**src/hdl/perf_settings.svh**
```systemverilog
`ifndef PERF_SETTINGS_SVH
`define PERF_SETTINGS_SVH

// datapath widths
`define PERF_CTR_W          64
`define PERF_WORD_W         32
`define PERF_TAG_W          20
`define PERF_PHASE_W        32
`define PERF_ADDR_W         5      // comm_i[4:0] read address

// event counter bank
`define PERF_NUM_EVENTS     10

// reuse sampler table
`define PERF_SAMPLE_DEPTH   4
`define PERF_SAMPLE_IDX_W   2      // log2 of the table depth
`define PERF_SAMPLE_CNT_W   3      // holds 0..depth
`define PERF_RATE_W         4

// command word fields
`define PERF_COUNT_EN_BIT   24

// returned at stats address 15
`define PERF_CACHE_ID       32'h1ea5_0002

`endif

```
**src/hdl/perf_pkg.sv**
```systemverilog
`include "perf_settings.svh"

package perf_pkg;

	typedef logic [`PERF_CTR_W-1:0]  ctr_t;	// one event counter
	typedef logic [`PERF_WORD_W-1:0] word_t;	// one readback word

	// counter index inside the event bank
	typedef enum logic [3:0] {
		EV_HIT           = 4'd0,
		EV_MISS          = 4'd1,
		EV_WRITEBACK     = 4'd2,
		EV_EXPIRED       = 4'd3,
		EV_EXPIRED_MULTI = 4'd4,
		EV_DEFAULTED     = 4'd5,
		EV_RAND_EVICT    = 4'd6,
		EV_DEFAULT_MISS  = 4'd7,
		EV_ZERO_LEASE    = 4'd8,
		EV_WALLTIME      = 4'd9
	} perf_event_e;

	typedef enum logic {
		BANK_STATS   = 1'b0,
		BANK_SAMPLER = 1'b1
	} bank_e;

	// one reuse sampler slot
	typedef struct packed {
		logic                   valid;
		logic [`PERF_TAG_W-1:0] tag;
		word_t                  pc;	// phase byte and low pc bits
		word_t                  stamp;	// request count at allocation
	} sample_entry_t;

endpackage

```
**src/hdl/perf_cmd_decode.sv**
```systemverilog
`timescale 1ns/100ps
`include "perf_settings.svh"

module perf_cmd_decode
	import perf_pkg::*;
(
	input  word_t                   comm_i,
	input  logic [1:0]              select_i,
	output logic                    count_en_o,
	output bank_e                   bank_o,
	output logic                    bank_valid_o,
	output logic [`PERF_ADDR_W-1:0] addr_o,
	output logic                    sampler_en_o
);

	logic sel_stats;
	logic sel_sampler;

	// select_i 1x is reserved and reads back zero
	assign sel_stats   = (select_i == 2'b00);
	assign sel_sampler = (select_i == 2'b01);

	always_comb begin
		count_en_o   = comm_i[`PERF_COUNT_EN_BIT];	// global count enable
		addr_o       = comm_i[`PERF_ADDR_W-1:0];
		bank_valid_o = sel_stats | sel_sampler;
		sampler_en_o = sel_sampler;	// sampler only runs while its bank is selected
		if (sel_sampler) begin
			bank_o = BANK_SAMPLER;
		end else begin
			bank_o = BANK_STATS;	// also the default for the reserved codes
		end
	end

endmodule

```
**src/hdl/perf_event_counters.sv**
```systemverilog
`timescale 1ns/100ps
`include "perf_settings.svh"

module perf_event_counters
	import perf_pkg::*;
(
	input  logic                    clock_i,
	input  logic                    resetn_i,
	input  logic                    count_en_i,
	input  logic                    hit_i,
	input  logic                    miss_i,
	input  logic                    writeback_i,
	input  logic                    expired_i,
	input  logic                    expired_multi_i,
	input  logic                    defaulted_i,
	input  logic                    rand_evict_i,
	input  logic                    swap_i,
	input  logic [`PERF_ADDR_W-1:0] addr_i,
	output word_t                   rd_word_o
);

	ctr_t                        ctr_q [`PERF_NUM_EVENTS];
	logic                        swap_q;	// swap_i at the last enabled edge
	logic [`PERF_NUM_EVENTS-1:0] ev_vec;
	perf_event_e                 rd_sel;
	logic                        rd_hit;
	ctr_t                        rd_ctr;

	always_comb begin
		ev_vec                   = '0;
		ev_vec[EV_HIT]           = hit_i;
		ev_vec[EV_MISS]          = miss_i;
		ev_vec[EV_WRITEBACK]     = writeback_i;
		ev_vec[EV_EXPIRED]       = expired_i;
		ev_vec[EV_EXPIRED_MULTI] = expired_multi_i;
		ev_vec[EV_DEFAULTED]     = defaulted_i;
		ev_vec[EV_RAND_EVICT]    = rand_evict_i;
		ev_vec[EV_DEFAULT_MISS]  = miss_i & defaulted_i;	// miss caused by a default lease
		ev_vec[EV_ZERO_LEASE]    = swap_q & ~swap_i;	// falling edge of swap
		ev_vec[EV_WALLTIME]      = 1'b1;	// cycles while enabled
	end

	always_ff @(posedge clock_i) begin
		if (!resetn_i) begin
			swap_q <= 1'b0;
			for (int i = 0; i < `PERF_NUM_EVENTS; i++) begin
				ctr_q[i] <= '0;
			end
		end else if (count_en_i) begin
			swap_q <= swap_i;
			for (int i = 0; i < `PERF_NUM_EVENTS; i++) begin
				if (ev_vec[i]) begin
					ctr_q[i] <= ctr_q[i] + ctr_t'(1);
				end
			end
		end
	end

	// stats read map, each counter as a low/high word pair
	always_comb begin
		rd_hit = 1'b1;
		case (addr_i[`PERF_ADDR_W-1:1])
			4'd0:    rd_sel = EV_HIT;
			4'd1:    rd_sel = EV_MISS;
			4'd2:    rd_sel = EV_WRITEBACK;
			4'd3:    rd_sel = EV_WALLTIME;
			4'd4:    rd_sel = EV_EXPIRED;
			4'd5:    rd_sel = EV_DEFAULTED;
			4'd6:    rd_sel = EV_EXPIRED_MULTI;
			4'd8:    rd_sel = EV_ZERO_LEASE;
			4'd9:    rd_sel = EV_RAND_EVICT;
			4'd10:   rd_sel = EV_DEFAULT_MISS;
			default: begin
				rd_sel = EV_HIT;
				rd_hit = 1'b0;	// unmapped pair
			end
		endcase
		rd_ctr = ctr_q[rd_sel];
		if (addr_i == `PERF_ADDR_W'(15)) begin
			rd_word_o = `PERF_CACHE_ID;
		end else if (!rd_hit) begin
			rd_word_o = '0;
		end else if (addr_i[0]) begin
			rd_word_o = rd_ctr[`PERF_CTR_W-1:`PERF_WORD_W];
		end else begin
			rd_word_o = rd_ctr[`PERF_WORD_W-1:0];
		end
	end

endmodule

```
**src/hdl/reuse_sampler.sv**
```systemverilog
`timescale 1ns/100ps
`include "perf_settings.svh"

module reuse_sampler
	import perf_pkg::*;
(
	input  logic                    clock_i,
	input  logic                    resetn_i,
	input  logic                    en_i,
	input  logic                    req_i,
	input  word_t                   pc_i,
	input  logic [`PERF_TAG_W-1:0]  tag_i,
	input  logic [`PERF_RATE_W-1:0] rate_i,
	input  logic [`PERF_ADDR_W-1:0] addr_i,
	output logic                    full_o,
	output word_t                   rd_word_o
);

	sample_entry_t                 table_q [`PERF_SAMPLE_DEPTH];
	word_t                         req_count_q;
	word_t                         last_interval_q;
	word_t                         last_pc_q;
	word_t                         measured_count_q;
	logic                          hit_found;
	logic [`PERF_SAMPLE_IDX_W-1:0] hit_idx;
	logic                          free_found;
	logic [`PERF_SAMPLE_IDX_W-1:0] free_idx;
	logic [`PERF_SAMPLE_CNT_W-1:0] occupancy;
	word_t                         rate_mask;
	logic                          sample_due;

	// table lookup, walk downwards so the lowest slot wins
	always_comb begin
		hit_found  = 1'b0;
		hit_idx    = '0;
		free_found = 1'b0;
		free_idx   = '0;
		occupancy  = '0;
		for (int i = `PERF_SAMPLE_DEPTH - 1; i >= 0; i--) begin
			if (table_q[i].valid) begin
				occupancy = occupancy + `PERF_SAMPLE_CNT_W'(1);
				if (table_q[i].tag == tag_i) begin
					hit_found = 1'b1;
					hit_idx   = `PERF_SAMPLE_IDX_W'(i);
				end
			end else begin
				free_found = 1'b1;
				free_idx   = `PERF_SAMPLE_IDX_W'(i);
			end
		end
	end

	assign rate_mask  = (word_t'(1) << rate_i) - word_t'(1);	// low rate_i bits
	assign sample_due = ((req_count_q & rate_mask) == '0);
	assign full_o     = !free_found;	// every slot holds a sample

	always_ff @(posedge clock_i) begin
		if (!resetn_i) begin
			req_count_q      <= '0;
			last_interval_q  <= '0;
			last_pc_q        <= '0;
			measured_count_q <= '0;
			for (int i = 0; i < `PERF_SAMPLE_DEPTH; i++) begin
				table_q[i] <= '0;
			end
		end else if (en_i && req_i) begin
			req_count_q <= req_count_q + word_t'(1);
			if (hit_found) begin	// reuse seen, close the interval
				table_q[hit_idx].valid <= 1'b0;
				last_interval_q        <= req_count_q - table_q[hit_idx].stamp;
				last_pc_q              <= table_q[hit_idx].pc;
				measured_count_q       <= measured_count_q + word_t'(1);
			end else if (sample_due && free_found) begin
				table_q[free_idx].valid <= 1'b1;
				table_q[free_idx].tag   <= tag_i;
				table_q[free_idx].pc    <= pc_i;
				table_q[free_idx].stamp <= req_count_q;
			end
		end
	end

	always_comb begin
		case (addr_i)
			`PERF_ADDR_W'(0): rd_word_o = last_interval_q;
			`PERF_ADDR_W'(1): rd_word_o = last_pc_q;
			`PERF_ADDR_W'(2): rd_word_o = measured_count_q;
			`PERF_ADDR_W'(3): rd_word_o = word_t'(occupancy);
			`PERF_ADDR_W'(4): rd_word_o = word_t'(full_o);
			`PERF_ADDR_W'(5): rd_word_o = req_count_q;
			default:          rd_word_o = '0;
		endcase
	end

endmodule

```
**src/hdl/perf_readout.sv**
```systemverilog
`timescale 1ns/100ps

module perf_readout
	import perf_pkg::*;
(
	input  logic  clock_i,
	input  logic  resetn_i,
	input  bank_e bank_i,
	input  logic  bank_valid_i,
	input  word_t stats_word_i,
	input  word_t sample_word_i,
	output word_t comm_o
);

	word_t sel_word;
	word_t comm_q;

	// pick the word for the selected bank
	always_comb begin
		if (!bank_valid_i) begin
			sel_word = '0;	// reserved select codes
		end else begin
			case (bank_i)
				BANK_SAMPLER: sel_word = sample_word_i;
				default:      sel_word = stats_word_i;
			endcase
		end
	end

	// one register stage between the banks and the comm port
	always_ff @(posedge clock_i) begin
		if (!resetn_i) begin
			comm_q <= '0;
		end else begin
			comm_q <= sel_word;
		end
	end

	assign comm_o = comm_q;

endmodule

```
**src/hdl/cache_perf_monitor.sv**
```systemverilog
`timescale 1ns/100ps
`include "perf_settings.svh"

module cache_perf_monitor
	import perf_pkg::*;
(
	input  logic                     clock_i,
	input  logic                     resetn_i,
	input  logic                     hit_i,
	input  logic                     miss_i,
	input  logic                     writeback_i,
	input  logic                     expired_i,
	input  logic                     expired_multi_i,
	input  logic                     defaulted_i,
	input  logic                     rand_evict_i,
	input  logic                     swap_i,
	input  logic                     req_i,
	input  word_t                    pc_i,
	input  logic [`PERF_PHASE_W-1:0] phase_i,
	input  logic [`PERF_TAG_W-1:0]   tag_i,
	input  word_t                    comm_i,
	input  logic [1:0]               select_i,
	input  logic [`PERF_RATE_W-1:0]  rate_i,
	output word_t                    comm_o,
	output logic                     stall_o
);

	logic                    count_en;
	bank_e                   bank;
	logic                    bank_valid;
	logic [`PERF_ADDR_W-1:0] addr;
	logic                    sampler_en;
	logic                    sampler_full;
	word_t                   stats_word;
	word_t                   sample_word;
	word_t                   sampler_pc;

	assign sampler_pc = {phase_i[7:0], pc_i[23:0]};	// phase byte tags the pc
	assign stall_o    = sampler_en & sampler_full;

	perf_cmd_decode i_perf_cmd_decode (
		.comm_i       (comm_i),
		.select_i     (select_i),
		.count_en_o   (count_en),
		.bank_o       (bank),
		.bank_valid_o (bank_valid),
		.addr_o       (addr),
		.sampler_en_o (sampler_en)
	);

	perf_event_counters i_perf_event_counters (
		.clock_i         (clock_i),
		.resetn_i        (resetn_i),
		.count_en_i      (count_en),
		.hit_i           (hit_i),
		.miss_i          (miss_i),
		.writeback_i     (writeback_i),
		.expired_i       (expired_i),
		.expired_multi_i (expired_multi_i),
		.defaulted_i     (defaulted_i),
		.rand_evict_i    (rand_evict_i),
		.swap_i          (swap_i),
		.addr_i          (addr),
		.rd_word_o       (stats_word)
	);

	reuse_sampler i_reuse_sampler (
		.clock_i   (clock_i),
		.resetn_i  (resetn_i),
		.en_i      (sampler_en),
		.req_i     (req_i),
		.pc_i      (sampler_pc),
		.tag_i     (tag_i),
		.rate_i    (rate_i),
		.addr_i    (addr),
		.full_o    (sampler_full),
		.rd_word_o (sample_word)
	);

	perf_readout i_perf_readout (
		.clock_i       (clock_i),
		.resetn_i      (resetn_i),
		.bank_i        (bank),
		.bank_valid_i  (bank_valid),
		.stats_word_i  (stats_word),
		.sample_word_i (sample_word),
		.comm_o        (comm_o)
	);

endmodule

```
**config.mk**
```make
export PLATFORM = sky130hd
export DESIGN_NAME = cache_perf_monitor
export DESIGN_NICKNAME = d
export VERILOG_FILES = /design/src/hdl/perf_pkg.sv /design/src/hdl/perf_cmd_decode.sv /design/src/hdl/perf_event_counters.sv /design/src/hdl/reuse_sampler.sv /design/src/hdl/perf_readout.sv /design/src/hdl/cache_perf_monitor.sv
export VERILOG_INCLUDE_DIRS = /design/src /design/src/hdl
export SDC_FILE = /design/constraint.sdc
export NUM_CORES = 2
export LEC_CHECK = 0
export BUFFER_PORTS_ARGS = -buffer_cell sky130_fd_sc_hd__buf_2
export CAP_MARGIN = 40
export CORE_MARGIN = 8
export CORE_UTILIZATION = 56
export DETAILED_ROUTE_END_ITERATION = 8
export GPL_ROUTABILITY_DRIVEN = 0
export PLACE_DENSITY = 0.69
export SKIP_LAST_GASP = 1
export SYNTH_ARGS = -nofsm -noshare
export SYNTH_HDL_FRONTEND = slang
export SYNTH_SLANG_ARGS = --single-unit
```
**constraint.sdc**
```tcl
create_clock -name clock_i -period 12 [get_ports clock_i]
set_clock_uncertainty 0.05 [all_clocks]
set_input_delay 1.8 -clock clock_i [delete_from_list [all_inputs] [get_ports clock_i]]
set_output_delay 1.8 -clock clock_i [all_outputs]
set_load 0.005 [all_outputs]
```
==> results_dict.tcl <==
set metrics [dict create \
    syn-cell-area_um2 63000 \
    r2r_cells 20 \
    gr-total-overflow 0 \
    clkPwrFrac_pct 42.7 \
    drc 0 \
    crit_chain "buf_2 > xnor2_1 > nand4_1 > nor4_1 > nand4_1 > a21oi_1 > o21ai_4 > buf_12 > mux2_2 > o21ai_0 > ha_1 > and3_1 > and2_1 > o211ai_1 > a211o_1 > a31oi_1 > o22ai_1 > o311ai_0 > a211o_1 > or3b_1 > o211ai_1" \
    status "complete, no violations" \
    path_class "input pin to flip-flop" \
    num-fill-cells 9412 \
    relSlewSlack_pct 33.2 \
    cts_max_level 4 \
    clk_latency_ns 0.76 \
    vdd_ir_drop_max_mv 0.151 \
    max_cap_viol_count 0 \
    hpwl_um 121000 \
    hold_buffers 0 \
    min_period_ns 7.41 \
    fin_nets 6736 \
    cts-root-buf "clkbuf_16" \
    tns_ns 0 \
    synth_area_leaders "edfxtp_1 47%, nand2_1 6.6%, nor2_1 5.7%" \
    synth_edf_count 980 \
    die_area_um2 123000 \
    yosys.area_share.simple_pct 24.0 \
    cts.repair.resized 0 \
    hold_class "flip-flop to flip-flop" \
    syn_area_per_cell_um2 9.55 \
    synth_top_area_share_pct 46.7 \
    ys_types 87 \
    synth_top_family_by_area "simple AND/OR/NAND/NOR gates" \
    leakage_uw 0.0249 \
    slowest_delay_ns 0.68 \
    io_pins 166 \
    regToRegEndpoint "i_reuse_sampler.last_interval_q[31]" \
    core_um2 112000 \
    seqPwrFrac_pct 48.6 \
    critPathArrivalTime_ns 8.04 \
    preCtsSetupSlack_ns 3.99 \
    synth_compound_area_share_pct 7.39 \
    p_int_uw 7130 \
    post_cts_buffers 0 \
    area_delta_synth_final_pct 10.1 \
    synth_top_area_cell "edfxtp_1" \
    cp_num_buf_inv 2 \
    syn_inst 6594 \
    synth_xor_area_share_pct 9.13 \
    crit_fanout 79 \
    finalCritPeriodShare_pct 61.7 \
    synthArstFlopShare_pct 0 \
    synthAdderAreaFrac_pct 1.00 \
    grt_pass1_vias 46310 \
    cts_tree "yes" \
    via_per_inst 6.14 \
    worst_pin_slew_ns 0.995 \
    grt_pass1_wl_um 274000 \
    fin_ws_ns 4.59 \
    muxShareOfSynthArea_pct 3.37 \
    crit_family "compound AO/OA/AOI/OAI gates" \
    final_cell_area_um2 69400 \
    r2r-start "i_reuse_sampler.table_q[3][67]" \
    drive_above_1_share_pct 7.82 \
    cts_max_path_buffers 3 \
    grt_max_degree 149 \
    cp.depth 21 \
    switchingPower_uw 2470 \
    antenna_found_initial 10 \
    dpl_cell_area_um2 65000 \
    synth_most_common_cell "nand2_1" \
    portBuffers 107 \
    start_util_pct 56.2 \
    first_iter_violations 6580 \
    p_per_area_nw_per_um2 138 \
    p_sw_share_pct 25.7 \
    post-route-util_pct 61.9 \
    startpoint_type "input pin" \
    fmax_mhz 135 \
    ys.flop_type "edfxtp_1" \
    cts_buffers 130 \
    cp-end-kind "flip-flop" \
    dieHeight_um 351 \
    rsz0062_at_grt "no" \
    routed_wl_um 179000 \
    synth_commonest_cells "1104 x nand2_1, 980 x edfxtp_1, 950 x nor2_1, 542 x nand3_1, 403 x xor2_1" \
    first_pass_iters 7 \
    cts.clk_slew.worst_paths_ns 0.06 \
    gr-usage-all-layers_pct 28.3 \
    post_drt_wl_per_cell_um 21.9 \
    comb_power_share_pct 8.7 \
    cp-startpoint "tag_i[3]" \
    r2r_slack_ns 5.44 \
    ant_nets 0 \
    die_w_um 351 \
    finalHoldViolations 0 \
    num_rows 123 \
    dr_total_vias 50133 \
    clock_sinks 1141 \
    yosysWarnings 0 \
    final-setup-viol-count 0 \
    yosysSeqAreaShare_pct 51.8 \
    syn-num-nets 6777 \
    endpoint "i_reuse_sampler.last_interval_q[31]" \
    required_ns 12.63 \
    slew_viol_final 0 \
    ys_ff_latch 1141 \
    critPathSlowestCell "o311ai_0" \
]
==> worst reg2reg max path, delay by kind of cell (launching register included) <==
kind	cells	cell delay, ns
muxes	1	0.46
and+or+nand+nor	6	1.87
AOI/OAI and AO/OA	10	2.94
xor gates and xnor gates	1	0.33
buffers and inverters	1	0.22
adders and majority gates	1	0.27
DFF	1	0.37
==> worst min path at each step <==
stage               cells after the start                          startpoint  slack [ns]                                 end
floorplan                               2  i_reuse_sampler.last_interval_q[1]        0.38  i_reuse_sampler.last_interval_q[1]
global placement                        2  i_reuse_sampler.last_interval_q[7]        0.39  i_reuse_sampler.last_interval_q[7]
detailed placement                      2  i_reuse_sampler.last_interval_q[1]        0.39  i_reuse_sampler.last_interval_q[1]
CTS                                     2  i_reuse_sampler.last_interval_q[1]        0.40  i_reuse_sampler.last_interval_q[1]
global route                            2  i_reuse_sampler.last_interval_q[6]        0.42  i_reuse_sampler.last_interval_q[6]
finish                                  2  i_reuse_sampler.last_interval_q[1]        0.40  i_reuse_sampler.last_interval_q[1]
==> registers in the layout (all words and copies together) (netlist names) <==
name and flops:
i_reuse_sampler.req_count_q 32, i_perf_event_counters.ctr_q 640, i_reuse_sampler.measured_count_q 32, i_reuse_sampler.last_interval_q 32, i_perf_event_counters.swap_q 1, i_perf_readout.comm_o 32, i_reuse_sampler.last_pc_q 32, i_reuse_sampler.table_q 340
==> placed cells by master (no fill, tap or decap), drive strengths merged, types with 33 or more instances in the layout <==
master  count
nand2    1105
edfxtp    980
nor2      950
nand3     544
xor2      403
a21oi     255
xnor2     254
o21ai     203
buf       182
inv       178
clkbuf    178
and3      175
dfxtp     161
or3       146
nand4     128
mux2i     102
a311oi     99
nor3       68
and4       52
ha         49
mux2       34
clkinv     33
==> stage by stage <==
step / std cells / power, uW / hold WS [ns]
floorplan: 6594 / 5220 / 0.382
global placement: 7911 / 5530 / 0.389
detailed placement: 7920 / 5550 / 0.394
CTS: 8158 / 9620 / 0.402
global route: 8161 / 9870 / 0.422
finish: 8166 / 9600 / 0.404
==> logic make-up (layout without fill, tap and decap cells) <==
group                    after synthesis  count (layout)
XOR/XNOR                             657             657
adder cells (fa/ha/maj)               50              50
AO/OA/AOI/OAI                        750             750
flip-flops                          1141            1141
other                                  0               7
buffers and inverters                523             588
multiplexers                         168             168
AND/OR/NAND/NOR                     3305            3305
==> per-layer routing <==
metal / wire, um / vias up / global-route usage [%]
met5: 46 / - / 0
met1: 77000 / 24195 / 42.2
met3: 18800 / 324 / 5.47
li1: - / 23251 / -
met2: 76600 / 2355 / 41.2
met4: 6500 / 8 / 9.80
==> power groups by stage <==
stage               Sequential (uW)  Clock [uW]  Combinational (uW)
floorplan                      4710           0                 514
global placement               4740           0                 789
detailed placement             4750           0                 809
CTS                            4670        4140                 813
global route                   4690        4290                 885
finish                         4670        4100                 831
==> layout make-up <==
type,instances,area [um^2],share of cell area (%)
repair buffers,182,1300,1.88
clock buffers,178,3580,5.16
inverters,168,633,0.913
clock inverters,60,774,1.12
well taps,1500,1880,2.71
diodes,7,17.5,0.0252
flip-flops and latches,1141,32700,47.1
multi-input cells,4930,28500,41.1
Note: power is estimated with default switching activity, not from simulation.
